==> src/arcade_defs.svh <==
// Arcade I/O shared constants
// Bus widths, register map, blanking boundaries and speech filter coefficients

`ifndef ARCADE_DEFS_SVH
`define ARCADE_DEFS_SVH

// Wishbone config bus
`define ARC_WB_ADDR_W 2
`define ARC_WB_DATA_W 8

// Register map
`define ARC_REG_GAME 2'd0
`define ARC_REG_OPT 2'd1
`define ARC_REG_DIP 2'd2

// Video counters, horizontal bounds in half-pixel units
`define ARC_CNT_W 11
`define ARC_HBLANK_ON 10'd336
`define ARC_HBLANK_OFF 10'd40
`define ARC_VBLANK_ON 11'd254
`define ARC_VBLANK_OFF 11'd14

// Audio sample rate and one-pole low-pass (about 1800 Hz per stage)
`define ARC_AUDIO_W 16
`define ARC_SAMPLE_DIV 256
`define ARC_IIR_COEFF_W 22
`define ARC_IIR_SCALE 15
`define ARC_IIR_B 3543
`define ARC_IIR_A2 (-25682)

// 49-way stick rest position
`define ARC_STICK_CENTRE 4'd7

`endif

==> src/arcade_pkg.sv <==
// Arcade I/O types
// Game codes, player and cabinet button layouts, option bits

`default_nettype none

package arcade_pkg;

	// Board game codes; 2 and 4 belong to games not handled here
	typedef enum logic [2:0] {
		ROBOTRON = 3'd0,
		JOUST    = 3'd1,
		BUBBLES  = 3'd3,
		ALIENAR  = 3'd5,
		SINISTAR = 3'd6,
		PLAYBALL = 3'd7
	} game_e;

	// One player's controls, active high, right in bit 0
	typedef struct packed {
		logic fire_f;
		logic fire_e;
		logic fire_d;
		logic fire_c;
		logic fire_b;
		logic fire_a;
		logic up;
		logic down;
		logic left;
		logic right;
	} player_t;

	// Shared cabinet buttons
	typedef struct packed {
		logic pause_unused;
		logic autoup;
		logic advance;
		logic coin;
		logic start2;
		logic start1;
	} sys_buttons_t;

	typedef struct packed {
		logic [3:0] x;
		logic [3:0] y;
	} stick_pos_t;

	// A port byte is either raw button lines or a 49-way stick position
	typedef union packed {
		logic [7:0] buttons;
		stick_pos_t stick;
	} cab_port_u;

	typedef struct packed {
		cab_port_u ja;
		cab_port_u jb;
		logic [2:0] btn;
		logic [7:0] sw;
	} cab_ports_t;

	typedef struct packed {
		logic [5:0] reserved;
		logic twin_stick;
		logic fire_mode;
	} options_t;

	typedef logic signed [7:0] stick_axis_t;

endpackage

`default_nettype wire

==> src/arcade_io_top.sv <==
// Arcade I/O top level
// Config registers, control mapping, blanking and audio for the
// multi-game board wrapper

`default_nettype none
`timescale 1ns/1ps
`include "arcade_defs.svh"

module arcade_io_top (
	input  logic clk_sys,
	input  logic rst,
	input  logic wb_cyc,
	input  logic wb_stb,
	input  logic wb_we,
	input  logic [`ARC_WB_ADDR_W-1:0] wb_adr,
	input  logic [`ARC_WB_DATA_W-1:0] wb_dat_w,
	output logic [`ARC_WB_DATA_W-1:0] wb_dat_r,
	output logic wb_ack,
	input  arcade_pkg::player_t p1,
	input  arcade_pkg::player_t p2,
	input  arcade_pkg::sys_buttons_t sys,
	input  arcade_pkg::stick_axis_t stick_x,
	input  arcade_pkg::stick_axis_t stick_y,
	input  logic hs,
	input  logic vs,
	input  logic [7:0] sound,
	input  logic [`ARC_AUDIO_W-1:0] speech,
	output arcade_pkg::cab_ports_t cab,
	output logic landscape,
	output logic hblank,
	output logic vblank,
	output logic ce_pix,
	output logic [`ARC_AUDIO_W-1:0] audio_out
);
	import arcade_pkg::*;

	game_e game;
	options_t opt;
	logic [`ARC_WB_DATA_W-1:0] dip;

	cfg_regs u_cfg (
		.clk_sys(clk_sys),
		.rst(rst),
		.wb_cyc(wb_cyc),
		.wb_stb(wb_stb),
		.wb_we(wb_we),
		.wb_adr(wb_adr),
		.wb_dat_w(wb_dat_w),
		.wb_dat_r(wb_dat_r),
		.wb_ack(wb_ack),
		.game(game),
		.opt(opt),
		.dip(dip)
	);

	control_mapper u_map (
		.clk_sys(clk_sys),
		.rst(rst),
		.game(game),
		.opt(opt),
		.dip(dip),
		.p1(p1),
		.p2(p2),
		.sys(sys),
		.stick_x(stick_x),
		.stick_y(stick_y),
		.cab(cab),
		.landscape(landscape)
	);

	blank_timer u_blank (
		.clk_sys(clk_sys),
		.rst(rst),
		.hs(hs),
		.vs(vs),
		.hblank(hblank),
		.vblank(vblank),
		.ce_pix(ce_pix)
	);

	audio_mixer u_audio (
		.clk_sys(clk_sys),
		.rst(rst),
		.game(game),
		.sound(sound),
		.speech(speech),
		.audio_out(audio_out)
	);

endmodule

`default_nettype wire

==> src/audio_mixer.sv <==
// Audio mixer
// Filters speech through two low-pass stages for Sinistar and sums it
// with the sound board byte

`default_nettype none
`timescale 1ns/1ps
`include "arcade_defs.svh"

module audio_mixer (
	input  logic clk_sys,
	input  logic rst,
	input  arcade_pkg::game_e game,
	input  logic [7:0] sound,
	input  logic [`ARC_AUDIO_W-1:0] speech,
	output logic [`ARC_AUDIO_W-1:0] audio_out
);
	import arcade_pkg::*;

	logic signed [`ARC_AUDIO_W-1:0] speech_s;
	logic signed [`ARC_AUDIO_W-1:0] stage1;
	logic signed [`ARC_AUDIO_W-1:0] stage2;
	logic [`ARC_AUDIO_W-1:0] speech_f;
	logic [`ARC_AUDIO_W-1:0] speech_sel;
	logic [`ARC_AUDIO_W:0] sum;

	// Offset binary to two's complement, i.e. subtract 0x8000
	assign speech_s = {~speech[`ARC_AUDIO_W-1], speech[`ARC_AUDIO_W-2:0]};

	// Two stages roughly match the RC cascade on the speech board
	speech_iir #(.DATA_W(`ARC_AUDIO_W)) u_lpf1 (
		.clk_sys(clk_sys),
		.rst(rst),
		.din(speech_s),
		.dout(stage1)
	);

	speech_iir #(.DATA_W(`ARC_AUDIO_W)) u_lpf2 (
		.clk_sys(clk_sys),
		.rst(rst),
		.din(stage1),
		.dout(stage2)
	);

	assign speech_f = {~stage2[`ARC_AUDIO_W-1], stage2[`ARC_AUDIO_W-2:0]};
	assign speech_sel = (game == SINISTAR) ? speech_f : speech;
	assign sum = {1'b0, sound, 8'd0} + {1'b0, speech_sel};

	// Keep sum bits 16..3, leaving headroom at the top
	always_ff @(posedge clk_sys)
	begin
		if (rst)
			audio_out <= '0;
		else
			audio_out <= {2'b00, sum[`ARC_AUDIO_W:3]};
	end

endmodule

`default_nettype wire

==> src/blank_timer.sv <==
// Blanking generator
// Counts half-pixels and lines from the board sync pulses and
// produces the blank flags and pixel enable

`default_nettype none
`timescale 1ns/1ps
`include "arcade_defs.svh"

module blank_timer (
	input  logic clk_sys,
	input  logic rst,
	input  logic hs,
	input  logic vs,
	output logic hblank,
	output logic vblank,
	output logic ce_pix
);

	logic hs_q;
	logic vs_q;
	logic hs_rise;
	logic [`ARC_CNT_W-1:0] pcnt;
	logic [`ARC_CNT_W-1:0] lcnt;

	assign hs_rise = hs & ~hs_q;

	always_ff @(posedge clk_sys)
	begin
		if (rst)
		begin
			hs_q <= 1'b0;
			vs_q <= 1'b0;
			pcnt <= '0;
			lcnt <= '0;
			hblank <= 1'b0;
			vblank <= 1'b0;
		end
		else
		begin
			hs_q <= hs;
			if (hs_rise)
			begin
				pcnt <= '0;
				if (~&lcnt)
					lcnt <= lcnt + 1'b1;
				// vs is only looked at on line starts
				vs_q <= vs;
				if (vs & ~vs_q)
					lcnt <= '0;
			end
			else if (~&pcnt)
				pcnt <= pcnt + 1'b1;

			if (pcnt[`ARC_CNT_W-1:1] == `ARC_HBLANK_ON)
				hblank <= 1'b1;
			if (pcnt[`ARC_CNT_W-1:1] == `ARC_HBLANK_OFF)
				hblank <= 1'b0;

			if (lcnt == `ARC_VBLANK_ON)
				vblank <= 1'b1;
			if (lcnt == `ARC_VBLANK_OFF)
				vblank <= 1'b0;
		end
	end

	// Pixels run at half the system clock
	assign ce_pix = pcnt[0];

endmodule

`default_nettype wire

==> src/cfg_regs.sv <==
// Configuration registers
// Wishbone classic slave with game select, control options and DIP bank 0

`default_nettype none
`timescale 1ns/1ps
`include "arcade_defs.svh"

module cfg_regs (
	input  logic clk_sys,
	input  logic rst,
	input  logic wb_cyc,
	input  logic wb_stb,
	input  logic wb_we,
	input  logic [`ARC_WB_ADDR_W-1:0] wb_adr,
	input  logic [`ARC_WB_DATA_W-1:0] wb_dat_w,
	output logic [`ARC_WB_DATA_W-1:0] wb_dat_r,
	output logic wb_ack,
	output arcade_pkg::game_e game,
	output arcade_pkg::options_t opt,
	output logic [`ARC_WB_DATA_W-1:0] dip
);
	import arcade_pkg::*;

	logic [2:0] game_q;
	logic access;

	// One access per strobe; ack drops for a cycle even if stb stays up
	assign access = wb_cyc & wb_stb & ~wb_ack;

	always_ff @(posedge clk_sys)
	begin
		if (rst)
		begin
			wb_ack <= 1'b0;
			game_q <= 3'd0;
			opt <= '0;
			dip <= '0;
		end
		else
		begin
			wb_ack <= access;
			if (access & wb_we)
			begin
				case (wb_adr)
					`ARC_REG_GAME: game_q <= wb_dat_w[2:0];
					`ARC_REG_OPT: opt <= options_t'(wb_dat_w);
					`ARC_REG_DIP: dip <= wb_dat_w;
					default: ;
				endcase
			end
		end
	end

	// Read data captured alongside ack
	always_ff @(posedge clk_sys)
	begin
		if (access)
		begin
			case (wb_adr)
				`ARC_REG_GAME: wb_dat_r <= {5'd0, game_q};
				`ARC_REG_OPT: wb_dat_r <= opt;
				`ARC_REG_DIP: wb_dat_r <= dip;
				default: wb_dat_r <= '0;
			endcase
		end
	end

	// Codes outside the enum are kept as written
	assign game = game_e'(game_q);

endmodule

`default_nettype wire

==> src/control_mapper.sv <==
// Control mapper
// Builds the active-low JA, JB and BTN cabinet ports for each game,
// including the quantized analog stick used by Sinistar

`default_nettype none
`timescale 1ns/1ps
`include "arcade_defs.svh"

module control_mapper (
	input  logic clk_sys,
	input  logic rst,
	input  arcade_pkg::game_e game,
	input  arcade_pkg::options_t opt,
	input  logic [7:0] dip,
	input  arcade_pkg::player_t p1,
	input  arcade_pkg::player_t p2,
	input  arcade_pkg::sys_buttons_t sys,
	input  arcade_pkg::stick_axis_t stick_x,
	input  arcade_pkg::stick_axis_t stick_y,
	output arcade_pkg::cab_ports_t cab,
	output logic landscape
);
	import arcade_pkg::*;

	localparam cab_ports_t IDLE_CAB = {8'hFF, 8'hFF, 3'b111, 8'h00};

	player_t both;
	player_t last_pl;
	logic last_p2_q;
	logic last_p2_d;
	logic [3:0] rob_hi;
	logic [3:0] rob_lo;
	logic [3:0] amx;
	logic [3:0] amy;
	logic [3:0] dmx;
	logic [3:0] dmy;
	cab_ports_t cab_d;
	logic landscape_d;

	// Move nibble in board order: right, left, down, up
	function automatic logic [3:0] move_of(input player_t p);
		return {p.right, p.left, p.down, p.up};
	endfunction

	// 49-way stick table; y runs the other way round
	function automatic logic [3:0] quantize(input stick_axis_t axis, input logic mirror);
		logic [3:0] neg_far;
		logic [3:0] neg_mid;
		logic [3:0] neg_near;
		logic [3:0] pos_far;
		logic [3:0] pos_mid;
		logic [3:0] pos_near;
		neg_far = mirror ? 4'd8 : 4'd0;
		neg_mid = mirror ? 4'd9 : 4'd4;
		neg_near = mirror ? 4'd11 : 4'd6;
		pos_far = mirror ? 4'd0 : 4'd8;
		pos_mid = mirror ? 4'd4 : 4'd9;
		pos_near = mirror ? 4'd6 : 4'd11;
		if (axis < -96) return neg_far;
		else if (axis < -64) return neg_mid;
		else if (axis < -32) return neg_near;
		else if (axis > 96) return pos_far;
		else if (axis > 64) return pos_mid;
		else if (axis > 32) return pos_near;
		return `ARC_STICK_CENTRE;
	endfunction

	assign both = p1 | p2;

	// Last player to touch anything owns the stick, player 1 wins a tie
	assign last_p2_d = (|p1) ? 1'b0 : (|p2) ? 1'b1 : last_p2_q;
	assign last_pl = last_p2_d ? p2 : p1;

	assign amx = quantize(stick_x, 1'b0);
	assign amy = quantize(stick_y, 1'b1);
	assign dmx = last_pl.left ? 4'd0 : last_pl.right ? 4'd8 : `ARC_STICK_CENTRE;
	assign dmy = last_pl.down ? 4'd0 : last_pl.up ? 4'd8 : `ARC_STICK_CENTRE;

	// Robotron: twin stick, move plus fire, or the four fire buttons
	assign rob_hi = opt.twin_stick ? move_of(p2) :
		opt.fire_mode ? move_of(both) : {both.fire_a, both.fire_d, both.fire_b, both.fire_c};
	assign rob_lo = opt.twin_stick ? move_of(p1) : move_of(both);

	always_comb
	begin
		cab_d = IDLE_CAB;
		cab_d.sw = dip | {6'd0, sys.advance, sys.autoup};
		landscape_d = 1'b1;
		case (game)
			ROBOTRON:
			begin
				cab_d.btn = ~{sys.start1, sys.start2, sys.coin};
				cab_d.ja.buttons = ~{rob_hi, rob_lo};
				cab_d.jb = cab_d.ja;
			end
			JOUST:
			begin
				cab_d.btn = ~{sys.start2, sys.start1, sys.coin};
				cab_d.ja.buttons = ~{5'd0, p1.fire_a, p1.right, p1.left};
				cab_d.jb.buttons = ~{5'd0, p2.fire_a, p2.right, p2.left};
			end
			BUBBLES:
			begin
				cab_d.btn = ~{sys.start2, sys.start1, sys.coin};
				cab_d.ja.buttons = ~{4'd0, move_of(both)};
				cab_d.jb = cab_d.ja;
			end
			ALIENAR:
			begin
				cab_d.btn = ~{sys.start1, sys.start2, sys.coin};
				cab_d.ja.buttons = ~{2'd0, p1.fire_b, p1.fire_a, move_of(p1)};
				cab_d.jb.buttons = ~{2'd0, p2.fire_b, p2.fire_a, move_of(p2)};
			end
			SINISTAR:
			begin
				cab_d.btn = ~{sys.start1, sys.start2, sys.coin};
				// Digital directions only when the analog stick rests
				cab_d.ja.stick.x = ~((amx == `ARC_STICK_CENTRE) ? dmx : amx);
				cab_d.ja.stick.y = ~((amy == `ARC_STICK_CENTRE) ? dmy : amy);
				cab_d.jb = cab_d.ja;
				landscape_d = 1'b0;
			end
			PLAYBALL:
			begin
				cab_d.btn = ~{2'd0, sys.coin};
				cab_d.ja.buttons = ~{4'd0, sys.start2, both.right, both.left, sys.start1};
				cab_d.jb = cab_d.ja;
				landscape_d = 1'b0;
			end
			default: ;
		endcase
	end

	always_ff @(posedge clk_sys)
	begin
		if (rst)
		begin
			last_p2_q <= 1'b0;
			cab <= IDLE_CAB;
			landscape <= 1'b1;
		end
		else
		begin
			last_p2_q <= last_p2_d;
			cab <= cab_d;
			landscape <= landscape_d;
		end
	end

endmodule

`default_nettype wire

==> src/speech_iir.sv <==
// Speech low-pass stage
// First-order IIR with unity DC gain, stepped once per audio sample
// by its own clock divider

`default_nettype none
`timescale 1ns/1ps
`include "arcade_defs.svh"

module speech_iir #(
	parameter int DATA_W = 16
) (
	input  logic clk_sys,
	input  logic rst,
	input  logic signed [DATA_W-1:0] din,
	output logic signed [DATA_W-1:0] dout
);

	localparam int COEFF_W = `ARC_IIR_COEFF_W;
	localparam int ACC_W = DATA_W + COEFF_W + 2;
	localparam int DIV_W = $clog2(`ARC_SAMPLE_DIV);
	localparam logic signed [COEFF_W-1:0] COEFF_B = `ARC_IIR_B;
	localparam logic signed [COEFF_W-1:0] COEFF_A2 = `ARC_IIR_A2;

	logic [DIV_W-1:0] div_cnt;
	logic tick;
	logic signed [DATA_W-1:0] x_prev;
	logic signed [ACC_W-1:0] acc;

	//////////////////////////////////////////////////
	// Sample rate divider
	//////////////////////////////////////////////////

	assign tick = (div_cnt == DIV_W'(`ARC_SAMPLE_DIV - 1));

	always_ff @(posedge clk_sys)
	begin
		if (rst || tick)
			div_cnt <= '0;
		else
			div_cnt <= div_cnt + 1'b1;
	end

	//////////////////////////////////////////////////
	// y = (b*x + b*x1 - a2*y1) / 2^scale
	//////////////////////////////////////////////////

	// 2*b - a2 equals 2^scale, so DC passes unchanged
	assign acc = COEFF_B * din + COEFF_B * x_prev - COEFF_A2 * dout;

	always_ff @(posedge clk_sys)
	begin
		if (rst)
		begin
			x_prev <= '0;
			dout <= '0;
		end
		else if (tick)
		begin
			x_prev <= din;
			dout <= acc[`ARC_IIR_SCALE +: DATA_W];
		end
	end

endmodule

`default_nettype wire
==> config.mk <==
export PLATFORM = sky130hd
export DESIGN_NAME = arcade_io_top
export DESIGN_NICKNAME = d
export VERILOG_FILES = /design/src/arcade_pkg.sv /design/src/arcade_io_top.sv /design/src/audio_mixer.sv /design/src/blank_timer.sv /design/src/cfg_regs.sv /design/src/control_mapper.sv /design/src/speech_iir.sv
export VERILOG_INCLUDE_DIRS = /design/src /design/src/src
export SDC_FILE = /design/constraint.sdc
export NUM_CORES = 2
export LEC_CHECK = 0
export ABC_AREA = 1
export CORE_MARGIN = 1
export CORE_UTILIZATION = 40
export DETAILED_ROUTE_END_ITERATION = 16
export DONT_BUFFER_PORTS = 1
export GPL_TIMING_DRIVEN = 1
export PLACE_DENSITY_LB_ADDON = 0.15
export SLEW_MARGIN = 20
export SYNTH_ARGS = -nofsm -noshare
export SYNTH_HDL_FRONTEND = slang
export SYNTH_SLANG_ARGS = --single-unit
==> constraint.sdc <==
create_clock -name clk_sys -period 14 [get_ports clk_sys]
set_clock_uncertainty 0.15 [all_clocks]
set_input_delay 3.5 -clock clk_sys [delete_from_list [all_inputs] [get_ports clk_sys]]
set_output_delay 3.5 -clock clk_sys [all_outputs]
set_load 0.005 [all_outputs]
======== Word level (Yosys, flattened, before mapping) ========
Index checks and enable logic that the tools add are counted.
operators by class
  reduce and logical (&&, ||, !) cells .... 16
  multiply operators ...................... 6
  mux-type cells .......................... 44
  eq/ne operators ......................... 16
  bitwise gates (word level) .............. 24
  $add $sub $neg .......................... 9
  $lt $le $gt $ge ......................... 12
operators with widths
  kind                                                         count
  multiplier 13 x 16 -> 29 bit (first input constant)          4
  case mux 19 bit (6 select lines)                             1
  2-to-1 mux 4 bit                                             24
  subtractor 30 x 31 -> 31 bit                                 2
  adder 29 x 29 -> 30 bit                                      2
  multiplier 15 x 16 -> 30 bit (first input constant)          2
  > comparator 8 bit (second input constant)                   4
  case mux 8 bit (3 select lines)                              1
  adder 11 x 1 -> 11 bit (second input constant)               2
  2-to-1 mux 11 bit                                            2
  AND reduction 11 bit                                         2
  OR reduction 10 bit                                          2
  adder 16 x 16 -> 17 bit                                      1
  adder 8 x 1 -> 8 bit (second input constant)                 2
  == test 8 bit (second input constant)                        2
  > comparator 8 x 7 -> 1 bit (second input constant)          2
  less-than comparator 8 x 6 -> 1 bit (second input constant)  2
  less-than comparator 8 x 7 -> 1 bit (second input constant)  2
  less-than comparator 8 bit (second input constant)           2
  2-to-1 mux 16 bit                                            1
  NOT 3 -> 8 bit                                               2
  NOT 4 -> 8 bit                                               2
  NOT 6 -> 8 bit                                               2
  2-to-1 mux 1 bit                                             15
  other kinds (24)                                             44
storage, ports and cells
  register bits after elaboration ......... 179

======== Depth between registers and ports, before layout ========
  depth in word-level cells ............... 12
  mapped depth ............................ 50
  mapped depth without buffers ............ 49

======== By module ========
From an unflattened synthesis, not the netlist that was laid out.
unflattened totals
  cell total of the unflattened synthesis .. 4736
  area, all modules ....................... 41284.6 µm²
modules (own cells, without submodules)
  module                       sequential area each (µm²)  cells each  area an instance (µm²)  instances
  speech_iir (u_audio.u_lpf1)  800.8                       1967        18026.0                 1
  speech_iir (u_audio.u_lpf2)  800.8                       1992        18013.5                 1
  control_mapper               540.5                       265         1641.6                  1
  blank_timer                  520.5                       218         1461.4                  1
  cfg_regs                     640.6                       153         1234.9                  1
  audio_mixer                  280.3                       141         907.1                   1

======== Worst setup path before layout ========
No wires, ideal clock.
  path kind ............................... flip-flop to flip-flop
  start point ............................. reg u_audio.u_lpf1.dout[15]
  end point ............................... reg u_audio.u_lpf1.dout[12]
  arrival ................................. 10611 ps
  stages on the path, launching flop included .. 43
  setup time .............................. 115 ps
  buffers on the path ..................... 1
  required time ........................... 13735 ps
  slack ................................... 3123 ps
  path through ............................ dfxtp_1 > clkbuf_1 > inv_1 > fa_1 > inv_1 > fa_1 > inv_1 > fa_1 > inv_1 > fa_1 > fa_1 > inv_1 > fa_1 > inv_1 > ha_1 > a21oi_1 > o21a_1 > inv_1 > (+7 left out) > fa_1 > fa_1 > fa_1 > fa_1 > fa_1 > fa_1 > inv_1 > ha_1 > nand2_1 > nor2_1 > a21oi_1 > o21ai_0 > a21oi_1 > nand2_1 > nand2_1 > nand2_1 > o21ai_0 > inv_1
between the ends
  word-level cells in the longest chain between the ends .. 2
RTL lines
  what                          RTL line          RTL
  from (decl)                   speech_iir.sv:15  output logic signed [DATA_W-1:0] dout
  from (signal assigned)        speech_iir.sv:60  dout <= acc[`ARC_IIR_SCALE +: DATA_W];
  multiplier 15 x 16 -> 30 bit  speech_iir.sv:48  assign acc = COEFF_B * din + COEFF_B * x_prev - COEFF_A2 * dout;
  subtractor 30 x 31 -> 31 bit  speech_iir.sv:48
No other way between the ends.
A chain may end at the register's enable or synchronous reset.

======== Worst setup path in the final report ========
  start point ............................. reg u_audio.u_lpf2.dout[13]
  end point ............................... reg u_audio.u_lpf2.dout[9]
between the ends
  word-level cells in the longest chain between the ends .. 2
RTL lines
  what                          RTL line
  from (decl)                   speech_iir.sv:15
  from (signal assigned)        speech_iir.sv:60
  multiplier 15 x 16 -> 30 bit  speech_iir.sv:48
  subtractor 30 x 31 -> 31 bit  speech_iir.sv:48
No other way between the ends.

==> impl_metrics.xml <==
<?xml version="1.0" encoding="UTF-8"?>
<metrics>
  <group name="finish">
    <metric name="mostFrequentLayoutCell" unit="">inv_1</metric>
    <metric name="num-nets-final" unit="">6000</metric>
    <metric name="final_layout_size_suffix_gt1_share" unit="%">2.15</metric>
    <metric name="n_fill_cell" unit="">9946</metric>
    <metric name="layout.core_utilization" unit="%">42.6</metric>
    <metric name="flow.area_growth_from_synthesis" unit="%">5.33</metric>
    <metric name="post-route-cell-area" unit="um^2">42000</metric>
    <metric name="num_antenna_cells" unit="">0</metric>
    <metric name="multi_input_area" unit="um^2">30900</metric>
    <metric name="layout.area.seq" unit="um^2">3580</metric>
    <metric name="highest_count_cells_in_the_layout_ignoring_fill_and_taps" unit="">1400 x inv_1, 764 x fa_1, 648 x ha_1, 407 x nand2_1, 249 x nor2_1</metric>
  </group>
  <group name="timing">
    <metric name="setup-violations-final" unit="">0</metric>
    <metric name="grt_setup_unrepaired" unit="">no</metric>
    <metric name="fmax" unit="GHz">0.0889</metric>
    <metric name="final_critical_path_time_including_i_o_delays_and_setup" unit="ps">11250</metric>
    <metric name="timing_hold_violations_final" unit="">0</metric>
    <metric name="final_max_slew_viol_count" unit="">0</metric>
    <metric name="summed_negative_setup_slack_over_all_endpoints" unit="ps">0</metric>
    <metric name="max_slew.worst_pin.slew" unit="ps">999</metric>
    <metric name="relSlewSlack" unit="%">33.3</metric>
    <metric name="period_share" unit="%">80.3</metric>
  </group>
  <group name="critical_path">
    <metric name="crit_path_end_kind" unit="">flip-flop</metric>
    <metric name="setup.worst_path.class" unit="">flip-flop to flip-flop</metric>
    <metric name="worst_path_max_delay_cell" unit="">dfxtp_1</metric>
    <metric name="regToRegSetupSlack" unit="ps">2750</metric>
    <metric name="worstPathMaxFanout" unit="">6</metric>
    <metric name="crit_path_launch_type" unit="">flip-flop</metric>
    <metric name="highest_cell_delay_on_the_worst_timing_path" unit="ps">650</metric>
    <metric name="critical-path-top-cell-by-count" unit="">fa_1</metric>
    <metric name="data_required_critical_path" unit="ps">14250</metric>
    <metric name="worstPathArrival" unit="ps">11490</metric>
  </group>
  <group name="clock_network">
    <metric name="cts-hold-fix-buffers" unit="">0</metric>
    <metric name="cts_resized" unit="">0</metric>
    <metric name="cts_tree" unit="">yes</metric>
    <metric name="cts_made_buffers" unit="">17</metric>
    <metric name="path_clk_slew" unit="ps">80</metric>
    <metric name="cts.sinks" unit="">175</metric>
    <metric name="clkLatencyLatePin" unit="ps">510</metric>
    <metric name="max-clock-path-buffers" unit="">2</metric>
    <metric name="postCtsSetupRepairBufs" unit="">0</metric>
    <metric name="ctsHtreeMaxLevel" unit="">4</metric>
    <metric name="master_cell_of_the_clock_root_buffer" unit="">clkbuf_16</metric>
  </group>
  <group name="synthesis">
    <metric name="netlist.area_leader.share" unit="%">38.3</metric>
    <metric name="yosys_warnings" unit="">0</metric>
    <metric name="synth-seq-cells" unit="">175</metric>
    <metric name="synth.largest_area_cell" unit="">fa_1</metric>
    <metric name="netlist_instances" unit="">4509</metric>
    <metric name="syn_area_per_cell" unit="um^2">8.85</metric>
    <metric name="proportion_of_synthesized_chip_area_in_sequential_cells" unit="%">8.98</metric>
    <metric name="synth_ff_type" unit="">dfxtp_1</metric>
    <metric name="synthDistinctLibCells" unit="">61</metric>
    <metric name="synth-edff-count" unit="">8</metric>
    <metric name="synth-async-reset-ratio" unit="%">0</metric>
    <metric name="yosys-top-cells-area" unit="">fa_1 38%, ha_1 20%, inv_1 13%</metric>
    <metric name="synth_area" unit="um^2">39900</metric>
  </group>
  <group name="route">
    <metric name="firstDrtPassIters" unit="">5</metric>
    <metric name="routedWlPerCell" unit="um">18.4</metric>
    <metric name="ant_nets" unit="">0</metric>
    <metric name="drc_errors" unit="">0</metric>
    <metric name="detailedRoute.firstIterationViolations" unit="">1684</metric>
    <metric name="wirelength" unit="mm">107</metric>
    <metric name="avgViaCountPerCell" unit="">4.81</metric>
    <metric name="num_vias" unit="">27900</metric>
  </group>
  <group name="hold_path">
    <metric name="hp-class" unit="">flip-flop to flip-flop</metric>
  </group>
  <group name="power_and_ir_drop">
    <metric name="total_power" unit="mW">4.51</metric>
    <metric name="leakagePower" unit="nW">22.5</metric>
    <metric name="p_per_area" unit="nW/um^2">107</metric>
    <metric name="irDropWorstVdd" unit="V">0.000238</metric>
  </group>
  <group name="die">
    <metric name="io-pin-count" unit="">139</metric>
    <metric name="core_region_area" unit="um^2">98600</metric>
    <metric name="die_height" unit="um">318</metric>
    <metric name="die_w" unit="um">318</metric>
    <metric name="start_util" unit="%">40.5</metric>
    <metric name="placement_rows" unit="">115</metric>
    <metric name="die_area" unit="um^2">101000</metric>
  </group>
  <group name="run">
    <metric name="max-cap-violations" unit="">0</metric>
  </group>
  <group name="global_route">
    <metric name="grt_max_degree" unit="">54</metric>
    <metric name="via_count_of_the_first_global_routing_pass" unit="">29700</metric>
    <metric name="gr-total-overflow" unit="">0</metric>
    <metric name="grt_overall_usage" unit="%">22.3</metric>
    <metric name="grt_pass1_wl" unit="mm">171</metric>
    <metric name="number_of_antenna_violations_at_the_first_check_in_global_routing" unit="">0</metric>
  </group>
  <group name="status">
    <metric name="run_status" unit="">finished clean</metric>
  </group>
  <group name="place">
    <metric name="place_area" unit="um^2">41400</metric>
    <metric name="port-buffer-count" unit="">0</metric>
    <metric name="detailed_place_hpwl" unit="mm">94.0</metric>
    <metric name="routabilityCongestion" unit="">0.909</metric>
  </group>
</metrics>
-- state kept, by name, summed over array words and instances (netlist names), 3 cells and up --
signal / cells
u_cfg.opt: 8
u_audio.u_lpf1.div_cnt: 8
u_audio.u_lpf2.x_prev: 16
u_audio.u_lpf1.dout: 16
u_audio.u_lpf1.x_prev: 16
u_audio.audio_out: 14
u_cfg.game: 3
u_audio.u_lpf2.div_cnt: 8
u_audio.u_lpf2.dout: 16
u_blank.lcnt: 11
u_cfg.wb_dat_r: 8
u_map.cab: 25
u_blank.pcnt: 11
u_cfg.dip: 8
-- critical path, delay by kind of cell (launching register included) --
kind	cells	cell delay, ps
AND/OR/NAND/NOR	8	980
flip-flops	1	650
AO/OA/AOI/OAI	6	1260
XOR/XNOR	1	190
adder cells (fa/ha/maj)	15	7010
buffers and inverters	10	910
-- final timing paths --
path                            from                      to  cells past startpoint
min                     u_cfg.dip[6]            u_map.cab[6]                      2
max reg2reg  u_audio.u_lpf2.dout[13]  u_audio.u_lpf2.dout[9]                     40
min reg2reg             u_cfg.dip[6]            u_map.cab[6]                      2
max          u_audio.u_lpf2.dout[13]  u_audio.u_lpf2.dout[9]                     40
-- per-layer routing --
metal / share of wire, % / global-route usage [%]
met5: 0 / 0
met4: 2.0 / 5.07
met3: 5.3 / 3.60
met2: 45 / 34.9
met1: 48 / 32.2
-- report_power, final --
group          switching [mW]  internal [mW]
logic                    2.27           1.19
registers             0.00957          0.514
clock network           0.269          0.255
-- stage by stage --
stage | hold slack [ps] | worst slack (ps) | cells
finish | 303 | 2750 | 5805
global route | 330 | 2140 | 5805
CTS | 305 | 2820 | 5805
detailed placement | 292 | 2870 | 5773
global placement | 284 | 2850 | 5773
floorplan | 268 | 3120 | 4510
-- synth_stat cells, types with 10 or more instances --
cell type and number:
inv_1 1401, fa_1 764, ha_1 648, nand2_1 407, nor2_1 250, a21oi_1 205
o21ai_0 178, dfxtp_1 167, nand3_1 104, xor2_1 52, xnor2_1 47, nor3_1 34
a21o_1 21, nand4_1 20, clkbuf_1 17, nor4_1 15, a31oi_1 11, nand2_2 10
-- area by class of cell --
type	count	share of cell area [%]
multi-input combinational	2894	73.5
clock buffer	18	1.02
timing repair buffer	10	0.179
tap	1287	3.83
inverter	1407	12.6
clock inverter	14	0.411
sequential	175	8.53
-- logic make-up (layout without fill, tap and decap cells) --
family,Yosys count,in the layout,share of synthesized area [%]
and+or+nand+nor,882,882,9.47
buffers and inverters,1441,1449,13.7
xor gates and xnor gates,99,99,2.17
DFF,175,175,8.98
AOI/OAI and AO/OA,499,499,7.04
other,1,2,0.00940
adders and majority gates,1412,1412,58.6
No activity file was read; power rests on OpenSTA's default activity.
